### src/tcb_defines.svh
`ifndef TCB_DEFINES_SVH
`define TCB_DEFINES_SVH

//////////////////////////////
// interconnect size
//////////////////////////////

// number of bus managers
`define TCB_IFN 3
// manager select width
`define TCB_IFL 2

//////////////////////////////
// bus widths
//////////////////////////////

// byte address
`define TCB_ADR 32
// data word
`define TCB_DAT 32
// byte lanes per word
`define TCB_BYT 4

// memory depth in words
`define TCB_MEM_WORDS 256
// response delay in cycles
`define TCB_DLY 1

`endif

### src/tcb_arbiter.sv
`timescale 1ns/10ps
`include "tcb_defines.svh"

module tcb_arbiter (
    input  logic                man,
    input  logic                rst_n,
    // manager handshake
    input  logic                vld [`TCB_IFN-1:0],
    input  logic                lck [`TCB_IFN-1:0],
    // subordinate ready
    input  logic                rdy,
    // grant
    output logic [`TCB_IFL-1:0] sel,
    output logic                trn
);

    localparam int unsigned IFN = `TCB_IFN;
    localparam int unsigned IFL = `TCB_IFL;

    //////////////////////////////
    // state
    //////////////////////////////

    // last granted manager
    logic [IFL-1:0] lst;
    // lock hold on lst
    logic           hld;

    //////////////////////////////
    // selection
    //////////////////////////////

    always_comb begin
        int unsigned idx;
        logic        fnd;
        idx = 0;
        fnd = 1'b0;
        // idle default, keeps last grant
        sel = lst;
        if (hld && vld[lst]) begin
            // locked sequence keeps the bus
            sel = lst;
        end else begin
            // first valid after the last grant, wrapping around
            for (int unsigned i = 1; i <= IFN; i++) begin
                idx = (int'(lst) + i) % IFN;
                if (!fnd && vld[idx]) begin
                    sel = idx[IFL-1:0];
                    fnd = 1'b1;
                end
            end
        end
    end

    // transfer strobe, selected valid meets ready
    assign trn = vld[sel] & rdy;

    //////////////////////////////
    // pointer and lock
    //////////////////////////////

    always_ff @(posedge man or negedge rst_n) begin
        if (!rst_n) begin
            // start so that manager 0 wins first
            lst <= IFL'(IFN-1);
            hld <= 1'b0;
        end else if (trn) begin
            lst <= sel;
            hld <= lck[sel];
        end else if (hld && !vld[lst]) begin
            // locked manager went away
            hld <= 1'b0;
        end
    end

endmodule: tcb_arbiter

### config.mk
export PLATFORM = sky130hd
export DESIGN_NAME = tcb_arbiter
export DESIGN_NICKNAME = d
export VERILOG_FILES = /design/src/tcb_arbiter.sv
export VERILOG_INCLUDE_DIRS = /design/src /design/src/src
export SDC_FILE = /design/constraint.sdc
export NUM_CORES = 1
export LEC_CHECK = 0
export BUFFER_PORTS_ARGS = -buffer_cell sky130_fd_sc_hd__buf_4
export CORE_MARGIN = 5
export CORE_UTILIZATION = 38
export DETAILED_ROUTE_END_ITERATION = 10
export SYNTH_ARGS = -nofsm -noshare
export SYNTH_HDL_FRONTEND = slang
export SYNTH_SLANG_ARGS = --single-unit
export TNS_END_PERCENT = 30
### constraint.sdc
create_clock -name man -period 3.1 [get_ports man]
set_input_delay 0.465 -clock man [delete_from_list [all_inputs] [get_ports man]]
set_output_delay 0.465 -clock man [all_outputs]
set_load 0.05 [all_outputs]
==> out/qor.json <==
{
  "global_route": {
    "grt_max_degree": 15,
    "antenna_found_initial": 0,
    "grt_remaining_overflow": 0,
    "number_of_global_route_vias_before_repair": 624,
    "globalRouteTotalUtil_pct": 13.0,
    "grt_first_pass_wirelength_mm": 2.70
  },
  "clock_network": {
    "cts.clk_slew.worst_paths_ns": 0.03,
    "cts_root_buffer": "sky130_fd_sc_hd__clkbuf_4",
    "cts_tree": "built",
    "htree_num_levels": 1,
    "tritoncts.num_buffers": 3,
    "clockBufferDepth": 2,
    "tritoncts_num_sinks": 3,
    "insertion_delay_ns": 0.23
  },
  "drt": {
    "detailed_routing_iterations_pass_1": 4,
    "drt_iter0_drc": 15,
    "count_of_vias_placed_by_the_detailed_router": 726,
    "ant_nets": 0,
    "routed_via_density": 5.50,
    "totalWireLength_mm": 1.74,
    "drt_drc_violations_left": 0,
    "route.detailed.wl_per_inst_um": 13.2
  },
  "placed_design": {
    "place_worst_setup_slack_ns": 0.0481,
    "dp_hpwl_mm": 1.33,
    "port_buffers": 11,
    "finalWeightedCongestion": 0.779
  },
  "timing": {
    "period_share_pct": 99.6,
    "maxSlewHeadroom_pct": 77.9,
    "rsz0062_at_grt": "true",
    "tightest_slew_ns": 0.327,
    "finalHoldWorstSlack_ns": 0.526,
    "fin_worst_skew_ns": 0.00625,
    "fin_setup_tns_ns": 0,
    "max_freq_mhz": 324,
    "period_needed_ns": 3.09,
    "finalWorstSetupSlack_ns": 0.0132,
    "fin_hold_viols": 0,
    "slew_viol_final": 0,
    "report.final.setup_viol": 0
  },
  "worst_setup_path": {
    "setup.worst_path.class": "reg -> out",
    "worst_setup_path_start_kind": "flop",
    "cp.arrival_ns": 2.62,
    "regToRegSetupSlack_ns": 0.59,
    "slowest_stage": "sky130_fd_sc_hd__dfstp_2",
    "timing.critical_path.cells": "buf_4 > ha_4 > mux2i_4 > o21a_4 > a311oi_4 > mux2i_1 > a221oi_2 > or2_4 > nand2_4 > buf_6",
    "setup.worst_path.end_class": "primary output",
    "worst_ep_required_time_ns": 2.63,
    "crit_path_max_fanout": 8,
    "critical_path.max_stage_delay_ns": 0.53,
    "reg2reg_depth": 9
  },
  "finish": {
    "flow.area_growth_from_synthesis_pct": 36.9,
    "post_route_cells_drive_above_1_share_pct": 38.3,
    "leading_cell_types_in_the_layout_fill_and_taps_excluded": "17 x sky130_fd_sc_hd__buf_4, 9 x sky130_fd_sc_hd__o21ai_0, 5 x sky130_fd_sc_hd__inv_1, 5 x sky130_fd_sc_hd__nand2b_1",
    "antenna_cells": 0,
    "layout.nets": 121,
    "mostFrequentLayoutCell": "sky130_fd_sc_hd__buf_4",
    "finish.utilization_pct": 54.3
  },
  "synthesis": {
    "syn_area_um2": 686,
    "syn_warnings": 0,
    "synth-main-ff-cell": "sky130_fd_sc_hd__dfrtp_1",
    "synth_async_sr_flop_share_pct": 100,
    "synth.avg_cell_area_um2": 7.79,
    "synth_cells": 88,
    "syn-num-nets": 101,
    "post_synthesis_register_bit_count": 3,
    "synth-edff-count": 0,
    "ys_seq_area_share_pct": 11.1,
    "synth.distinct_cells": 43
  },
  "floorplanning": {
    "fp.coreArea_um2": 1730,
    "dieWidth_um": 52.5,
    "die-height_um": 52.5,
    "number_of_cell_rows": 15,
    "die_outline_area_um2": 2750,
    "design.portCount": 12,
    "starting_density_of_the_core_pct": 39.7
  },
  "job": {
    "drv.max_cap_violation_count": 0
  },
  "hold_path": {
    "min-delay-path-class": "reg -> reg",
    "hold-path-cell-count": 2
  },
  "outcome": {
    "outcome": "completed"
  }
}
logic make-up after synthesis:
| family | count (synthesis) | synth area share [%] |
|---|---|---|
| compound gates | 35 | 38.7 |
| buf+inv | 11 | 7.12 |
| flops | 3 | 11.1 |
| fa+ha+maj | 4 | 7.30 |
| mux | 7 | 11.3 |
| simple gates | 28 | 24.5 |
registers in the layout (all words and copies together) (netlist names):
| signal | cells |
|---|---|
| lst | 2 |
| hld | 1 |
metrics by stage:
| stage | instances | instance area, um^2 |
|---|---|---|
| floorplan | 88 | 728 |
| global placement | 122 | 832 |
| detailed placement | 122 | 832 |
| CTS | 128 | 880 |
| global route | 132 | 938 |
| finish | 132 | 938 |
critical path, delay by kind of cell, from the launching register on:
family | cells | cell delay, ns
compound gates | 3 | 0.91
mux | 2 | 0.22
flops | 1 | 0.53
fa+ha+maj | 1 | 0.19
simple gates | 2 | 0.27
buf+inv | 2 | 0.28
final timing paths:
kind                       startpoint     end
hold / removal                 lst[1]  lst[1]
max in group asynchronous       rst_n  lst[1]
min in group asynchronous       rst_n     hld
hold reg to reg                lst[1]  lst[1]
setup reg to reg               lst[1]     hld
setup / recovery               lst[1]     trn
synth_stat cells, types with 2 or more instances:
cell type,n,area [um^2]
sky130_fd_sc_hd__nand2b_1,5,31.3
sky130_fd_sc_hd__inv_1,6,22.5
sky130_fd_sc_hd__buf_2,3,15.0
sky130_fd_sc_hd__nand4_1,2,12.5
sky130_fd_sc_hd__o211ai_1,2,15.0
sky130_fd_sc_hd__mux2i_1,3,30.0
sky130_fd_sc_hd__o21ai_0,10,50.1
sky130_fd_sc_hd__mux2_2,3,33.8
sky130_fd_sc_hd__nor3_1,2,10.0
sky130_fd_sc_hd__a21oi_1,4,20.0
sky130_fd_sc_hd__nand2_1,6,22.5
sky130_fd_sc_hd__dfrtp_1,2,50.1
sky130_fd_sc_hd__nand3b_1,2,15.0
sky130_fd_sc_hd__o21a_1,4,30.0
sky130_fd_sc_hd__ha_1,4,50.1
sky130_fd_sc_hd__and3b_1,2,17.5
sky130_fd_sc_hd__or2_1,2,12.5
repair_timing:
action,CTS,global route
pin swaps,2,4
hold buffers,0,1
setup buffers,2,3
endpoints found under the setup margin,1,1
resized for setup,2,6
hold endpoints to repair,0,2
final cells by class:
class,instances,area [um^2]
clock buffers,4,26.3
well taps,25,31.3
flip-flops and latches,3,77.6
repair buffers,19,149
fillers,171,788
multi-input cells,74,628
inverters,7,26.3
metal layers:
metal | global-route usage (%) | wire length [um] | share of wire (%) | up-vias
li1 | - | - | - | 373
met1 | 16.8 | 790 | 45 | 339
met2 | 21.9 | 888 | 51 | 14
met3 | 2.85 | 64 | 3.7 | 0
met4 | 2.55 | 0 | 0 | 0
met5 | 0 | 0 | 0 | -
Power is left out: the tool's default activity adds up to more than one toggle a clock period on the data nets, which glitch-free logic cannot reach.
