File: src/tcb_defines.svh
`ifndef TCB_DEFINES_SVH
`define TCB_DEFINES_SVH

//////////////////////////////
// interconnect size
//////////////////////////////

// number of bus managers
`define TCB_IFN 3
// manager select width
`define TCB_IFL 2

//////////////////////////////
// bus widths
//////////////////////////////

// byte address
`define TCB_ADR 32
// data word
`define TCB_DAT 32
// byte lanes per word
`define TCB_BYT 4

// memory depth in words
`define TCB_MEM_WORDS 256
// response delay in cycles
`define TCB_DLY 1

`endif

File: src/tcb_pkg.sv
`include "tcb_defines.svh"

package tcb_pkg;

    //////////////////////////////
    // request fields
    //////////////////////////////

    // byte address
    typedef logic [`TCB_ADR-1:0] tcb_adr_t;

    // byte enables, one per lane
    typedef logic [`TCB_BYT-1:0] tcb_byt_t;

    //////////////////////////////
    // data word
    //////////////////////////////

    // whole word or per-lane view
    // byte view is used for enable merging
    typedef union packed {
        logic [`TCB_DAT-1:0]      wrd;
        logic [`TCB_BYT-1:0][7:0] byt;
    } tcb_data_u;

endpackage: tcb_pkg

File: src/tcb_multiplexer.sv
`timescale 1ns/10ps
`include "tcb_defines.svh"

module tcb_multiplexer #(
    parameter  int unsigned IFN = `TCB_IFN,
    localparam int unsigned IFL = $clog2(IFN)
)(
    input  logic                man,
    input  logic                rst_n,
    // arbiter control
    input  logic [IFL-1:0]      sel,
    input  logic                trn,
    // manager requests
    input  logic                req_vld [IFN-1:0],
    input  logic                req_wen [IFN-1:0],
    input  tcb_pkg::tcb_adr_t   req_adr [IFN-1:0],
    input  tcb_pkg::tcb_byt_t   req_byt [IFN-1:0],
    input  tcb_pkg::tcb_data_u  req_wdt [IFN-1:0],
    // manager ready and response
    output logic                req_rdy [IFN-1:0],
    output tcb_pkg::tcb_data_u  rsp_rdt [IFN-1:0],
    output logic                rsp_err [IFN-1:0],
    // subordinate request
    output logic                mem_vld,
    output logic                mem_wen,
    output tcb_pkg::tcb_adr_t   mem_adr,
    output tcb_pkg::tcb_byt_t   mem_byt,
    output tcb_pkg::tcb_data_u  mem_wdt,
    // subordinate ready and response
    input  logic                mem_rdy,
    input  tcb_pkg::tcb_data_u  mem_rdt,
    input  logic                mem_err
);

    //////////////////////////////
    // response routing
    //////////////////////////////

    // manager owning the next response
    logic [IFL-1:0] rsp_sel;
    // response due this cycle
    logic           rsp_act;

    always_ff @(posedge man or negedge rst_n) begin
        if (!rst_n) begin
            rsp_sel <= '0;
            rsp_act <= 1'b0;
        end else begin
            rsp_act <= trn;
            // route follows the issuing manager
            if (trn) begin
                rsp_sel <= sel;
            end
        end
    end

    //////////////////////////////
    // request path
    //////////////////////////////

    assign mem_vld = req_vld[sel];
    assign mem_wen = req_wen[sel];
    assign mem_adr = req_adr[sel];
    assign mem_byt = req_byt[sel];
    assign mem_wdt = req_wdt[sel];

    //////////////////////////////
    // per manager outputs
    //////////////////////////////

    for (genvar i = 0; i < IFN; i++) begin: gen_man
        // ready only to the selected valid manager
        assign req_rdy[i] = (sel == i[IFL-1:0]) && req_vld[i] && mem_rdy;
        // others see zero data and no error
        assign rsp_rdt[i] = (rsp_act && rsp_sel == i[IFL-1:0]) ? mem_rdt : '0;
        assign rsp_err[i] = rsp_act && (rsp_sel == i[IFL-1:0]) && mem_err;
    end: gen_man

endmodule: tcb_multiplexer

File: config.mk
export PLATFORM = sky130hd
export DESIGN_NAME = tcb_multiplexer
export DESIGN_NICKNAME = d
export VERILOG_FILES = /design/src/tcb_pkg.sv /design/src/tcb_multiplexer.sv
export VERILOG_INCLUDE_DIRS = /design/src /design/src/src
export SDC_FILE = /design/constraint.sdc
export NUM_CORES = 1
export LEC_CHECK = 0
export BUFFER_PORTS_ARGS = -buffer_cell sky130_fd_sc_hd__buf_2
export CAP_MARGIN = 20
export CORE_AREA = 2 2 163 165
export CTS_CLUSTER_SIZE = 25
export DETAILED_ROUTE_END_ITERATION = 16
export DIE_AREA = 0 0 165 167
export GPL_TIMING_DRIVEN = 0
export HOLD_SLACK_MARGIN = 0.12
export SYNTH_ARGS = -nofsm -noshare
export SYNTH_HDL_FRONTEND = slang
export SYNTH_SLANG_ARGS = --single-unit
export TNS_END_PERCENT = 5
File: constraint.sdc
create_clock -name man -period 2.6 [get_ports man]
set_clock_uncertainty 0.2 [all_clocks]
set_input_delay 0.39 -clock man [delete_from_list [all_inputs] [get_ports man]]
set_output_delay 0.39 -clock man [all_outputs]
set_load 0.02 [all_outputs]
==> results of run 1 <==
==> per-layer routing <==
layer,vias to the layer above,wire length (um),global-route usage [%]
met1,1882,5700,11.0
met3,6,1020,0.697
met4,0,133,2.08
met5,-,0,0
met2,239,7950,19.6
li1,2023,-,-
==> layout by cell type (no fill, tap or decap) <==
cell	count
and3_1	1
nor4bb_1	1
dfrtp_1	3
mux2i_1	70
nor2_1	99
buf_1	2
nor2b_1	1
buf_4	1
buf_2	442
o2bb2ai_1	69
clkbuf_1	10
or2_1	1
mux2_2	2
dlygate4sd3_1	2
nand2b_1	2
clkbuf_16	3
nand2_1	33
and4b_1	1
o21ai_1	1
buf_6	6
nand3b_1	1
==> path summary, 6_finish.rpt <==
kind,from,endpoint,slack [ps],depth (start not counted)
min reg2reg,rsp_sel[1],rsp_sel[1],360,1
min in group man,rsp_sel[1],rsp_sel[1],360,1
min,rst_n,rsp_sel[1],310,2
max reg2reg,rsp_sel[0],rsp_sel[0],1620,1
max in group asynchronous,rst_n,rsp_sel[0],1790,2
max,sel[0],mem_wdt[25],290,5
==> power groups by stage <==
stage	Sequential [mW]	Clock [mW]	Combinational, mW
2_1_floorplan	0.0535	0	0.506
3_3_place_gp	0.0542	0	0.931
4_1_cts	0.0541	0.247	0.944
5_1_grt	0.0551	0.249	1.01
6_report	0.0540	0.242	0.936
3_5_place_dp	0.0546	0	0.939
==> registers in the layout (all words and copies together) (netlist names) <==
register,count
rsp_act,1
rsp_sel,2
==> timing repair <==
item,CTS,global route
buffers inserted,0,0
hold buffers,2,0
hold endpoints to repair,4,0
==> cells by family (layout without fill, tap and decap cells) <==
family	count (synthesis)	after routing	share of synthesized area (%)
AOI/OAI and AO/OA	70	70	27.8
buffers and inverters	40	466	10.3
DFF	3	3	3.43
muxes	72	72	33.0
and+or+nand+nor	140	140	25.3
==> cells in the mapped netlist, types with 2 or more instances <==
cell        n
dfrtp_1     3
buf_6       6
clkbuf_1    9
buf_2      22
nand2_1    33
nor2_1     99
nand2b_1    2
mux2_2      2
o2bb2ai_1  69
mux2i_1    70
buf_1       2
==> through the flow <==
stage	worst slack, ps	cell area (um2)	power [mW]	util (%)
floorplan	727	2190	0.560	-
global placement	197	4710	0.985	18.3
detailed placement	159	4710	0.994	18.3
CTS	157	4810	1.25	18.7
global route	97.6	4810	1.32	18.7
finish	289	4810	1.23	18.7
==> final cells by class <==
cell class              count  share of cell area, %
repair buffers            422                   44.1
multi-input cells         282                   39.2
well taps                 335                   8.72
plain buffers              40                   4.71
clock buffers               4                   1.64
flip-flops and latches      3                   1.56
==> results.md, run 1 <==
* Avg Vias per Cell at 3.82
* Buf+Inv Stages, Crit Path at 4
* Final Hold Viols at 0
* Clock Latency Late Sink at 220 ps
* Final period util at 88.9%
* Critical path class: primary input to output pin
* Fmax at 433 MHz
* Die Height at 167 um
* Die area at 27600 um2
* Crit path cell chain: buf_2, buf_2, clkbuf_1, o2bb2ai_1, buf_2
* Max cap viols at 0
* Clock share of power at 19.7%
* DR WL/cell at 13.6 um
* Ys flop type: dfrtp_1
* Non-Filler Instances at 1086
* Global-route wire length before repair at 20.7 mm
* Register area at 75.1 um2
* Critical Path AT at 1720 ps
* Power share of the combinational group at 76.0%
* Sequential power share at 4.4%
* Initial antenna violation count at 0
* Peak VDD IR at 0.266 mV
* # DRC at 0
* CTS tree: yes
* Critical path fanouts, max at 10
* Worst EP required at 2010 ps
* Register area share after synthesis at 3.43%
* TritonRoute pass-1 iters at 4
* Lkg Pwr at 2.84 nW
* Critical path's slowest cell: clkbuf_1
* Synth-to-Final Area Change at 120%
* Post-synth net total at 574
* Post-DRT Antenna Nets at 0
* Hold Crit Class: primary input to asynchronous set/reset pin
* IO Pins at 421
* Top cells by area, synth: mux2i_1 32%, o2bb2ai_1 28%, nor2_1 17%, nand2_1 5.7%, buf_2 5.0%
* Clock Tree Buf Depth at 2
* Post-Route WL at 14.8 mm
* Core area at 25800 um2
* GR Overflow Total at 0
* Slew HR at 51.1%
* Sink Count at 3
* Post-synthesis cell count at 325
* # fillers at 2951
* Vias at 4150
* Crit path max-delay family: buffers and inverters
* Nature of the critical path endpoint: output pin
* #FFs+latches synth at 3
* N_diodes at 0
* Clock-pin slew of the registers on the worst-case setup and hold paths at 30 ps
* Placed Cells at 1080
* Chip width at 165 um
* Worst Tran Pin Value at 734 ps
* HPWL after DPL at 13.2 mm
* Setup violators final at 0
* Share of cells above drive strength 1 at 60.5%
* Root Driver: clkbuf_16
* Slew Viols, Final at 0
* Post-CTS resize count at 0
* Routability cong. at 0.838
* Number of enable flip-flop cells after synthesis at 0
* NetSw at 0.601 mW
* Worst hold slack at 306 ps
* Leading area contributor after synthesis: mux2i_1
* Initial drt markers at 139
* Power Density at 256 nW/um2
* Largest net degree at the start of global routing at 11
* P_int at 0.631 mW
* Period minus WS final at 2310 ps
* Setup_tns at 0 ps
* H-Tree Depth at 1
* Port bufs at 420
* Switching share of power at 48.8%
* Share of the synthesized area in the top cell type at 32.0%
* Cell variety after synth at 19
* Starting density of the core at 8.49%
* Synth async-reset ratio at 100%
* Crit path launch type: primary input
* Ys Warns at 0
* Synthesized area at 2190 um2
* Most common cell on crit path: buf_2
* Multi-input logic area at 1890 um2
* Status: complete, no violations
* Mean Syn Cell Area at 6.73 um2
* Nets at 1001
* RSZ-0062 raised after global routing: no
* Vias in the first global route at 3816
* Num rows at 59
* Global Route Usage Sum at 9.77%
* Largest stage delay, worst path at 610 ps
* CTS buffer count at 3
Power figures use the tool's default switching activity.
==> run 2, diff against run 1 <==
- CORE_AREA: 2 2 163 165 -> 8 8 156 158
- DIE_AREA: 0 0 165 167 -> 0 0 164 166
==> results.md, run 2 (synthesized netlist as in run 1, its figures left out) <==
* Worst Tran Pin Value at 663 ps (-70.5 ps)
* Crit path cell chain: buf_2, buf_2, clkbuf_1, o2bb2ai_1, buf_2
* Register-to-Register Path Depth at 1 (unchanged)
* Core area at 22100 um2 (-14%)
* Die Height at 166 um (-0.60%)
* Commonest non-fill, non-tap cells in the layout: 442 x buf_2, 99 x nor2_1, 70 x mux2i_1, 69 x o2bb2ai_1, 33 x nand2_1
* Lkg Pwr at 2.83 nW (-0.15%)
* Port bufs at 420 (unchanged)
* Placed cell area at 4650 um2 (-1.3%)
* RR Startpoint: rsp_sel[1]
* Setup violators final at 0 (unchanged)
* Period minus WS final at 2400 ps (+87.6 ps)
* Global-route wire length before repair at 25.7 mm (+24%)
* Post-Route WL at 17.8 mm (+20%)
* Final Cell Area at 4740 um2 (-1.5%)
* Startpoint of the worst hold path: trn
* Routability cong. at 0.863 (+3.1%)
* Buf+Inv Stages, Crit Path at 4 (unchanged)
* Chip width at 164 um (-0.61%)
* HPWL after DPL at 16.2 mm (+23%)
* Power Density at 262 nW/um2 (+2.4%)
* Peak VDD IR at 0.135 mV (-49%)
* Max reg flops at 2 (unchanged)
* Status: complete, no violations
* Hold depth at 1
* IO Pins at 421 (unchanged)
* CTS tree: yes
* Post-DRT Antenna Nets at 0 (unchanged)
* Hold Crit Class: primary input to flop
* DR WL/cell at 17.2 um (+26%)
* Min-Delay Endpoint: rsp_act
* Critical Path AT at 1810 ps (+90 ps)
* # DRC at 0 (unchanged)
* Crit path launch type: primary input
* N_diodes at 0 (unchanged)
* Fmax at 417 MHz (-3.7%)
* Slew Viols, Final at 0 (unchanged)
* Clock-pin slew of the registers on the worst-case setup and hold paths at 30 ps (about the same)
* CTS buffer count at 3 (unchanged)
* Worst reg2reg path endpoint: rsp_sel[1]
* Root Driver: clkbuf_16
* TritonRoute pass-1 iters at 5 (+1)
* RSZ-0062 raised after global routing: no
* Most common cell on crit path: buf_2
* Worst EP required at 2010 ps (about the same)
* Clock Tree Buf Depth at 2 (unchanged)
* Vias at 4146 (-0.096%)
* Share of cells above drive strength 1 at 60.5% (+0.081 points)
* Critical path class: primary input to output pin
* Final Hold Viols at 0 (unchanged)
* Post-CTS resize count at 0 (unchanged)
* Max cap viols at 0 (unchanged)
* Setup slack, reg-to-reg at 1620 ps (about the same)
* Avg Vias per Cell at 4.01 (+4.8%)
* Num rows at 55 (-6.8%)
* Slew HR at 55.8% (+4.7 points)
* Crit path max-delay family: buffers and inverters
* Initial drt markers at 154 (+11%)
* GR Overflow Total at 0 (unchanged)
* Commonest non-fill, non-tap cell in the layout: buf_2
* Final period util at 92.3% (+3.4 points)
* Most flops, register: rsp_sel
* Nets at 1000 (-0.10%)
* Synth-to-Final Area Change at 116%
* Critical path's slowest cell: clkbuf_1
* Critical path fanouts, max at 10 (unchanged)
* Largest stage delay, worst path at 550 ps (-60 ps)
* Starting density of the core at 9.91% (+1.4 points)
* Global Route Usage Sum at 12.1% (+2.3 points)
* Largest net degree at the start of global routing at 11 (unchanged)
* Nature of the critical path endpoint: output pin
* Clock Latency Late Sink at 220 ps (about the same)
* Postcts setup bufs at 0 (unchanged)
* Biggest registers after layout: rsp_sel x2, rsp_act x1
* H-Tree Depth at 1 (unchanged)
* Vias in the first global route at 4467 (+17%)
* Initial antenna violation count at 0 (unchanged)
* Setup_tns at 0 ps (unchanged)
* Die area at 27200 um2 (-1.2%)
* Sink Count at 3 (unchanged)
[run 2: changes by cell type in the layout (fill, tap and decap cells not counted)]
cell / change
dlygate4sd3_1: -1
[run 2: how the worst max path moves through the flow]
stage,from,depth (start not counted),to,slack [ps]
final,sel[0],5,mem_wdt[25],200
after global routing,sel[0],5,mem_wdt[25],50
after detailed placement,sel[0],5,mem_wdt[25],120
after global placement,sel[0],5,mem_wdt[25],110
after CTS,sel[0],5,mem_wdt[25],120
after floorplan,sel[1],2,req_rdy[0],730
[run 2: layout make-up]
cell class / count / area [um2]
tap: 285 / 357
clock buffer: 4 / 78.8
timing repair buffer: 421 / 2110
fill: 2515 / 17400
multi-input combinational: 282 / 1890
buffer: 40 / 226
sequential: 3 / 75.1
[run 2: per-layer routing]
metal	track usage (%)	share of wire (%)	vias to the layer above
li1	-	-	2017
met1	13.2	36	1841
met2	22.5	52	272
met3	3.69	11	16
met4	2.17	1.5	0
met5	0	0	-
[run 2: metrics by stage]
step | std cells | util (%) | power [mW] | worst slack [ps] | hold slack [ps]
global placement | 1030 | 21.0 | 1.01 | 107 | -12.2
global route | 1035 | 21.4 | 1.33 | 48.4 | 134
floorplan | 325 | - | 0.560 | 727 | -106
CTS | 1035 | 21.4 | 1.26 | 116 | 128
detailed placement | 1030 | 21.0 | 1.01 | 118 | -4.00
finish | 1035 | 21.4 | 1.24 | 201 | 125
[run 2: where the power goes]
part           total (mW)  switching [mW]  internal, mW
clock               0.241          0.0392         0.202
combinational       0.948           0.571         0.377
sequential         0.0537         0.00276        0.0510
total                1.24           0.613         0.630
[run 2: timing repair]
| action | CTS | global route |
|---|---|---|
| hold buffers | 1 | 0 |
| endpoints found under the setup margin | 0 | 0 |
| endpoints found under the hold margin | 3 | 0 |
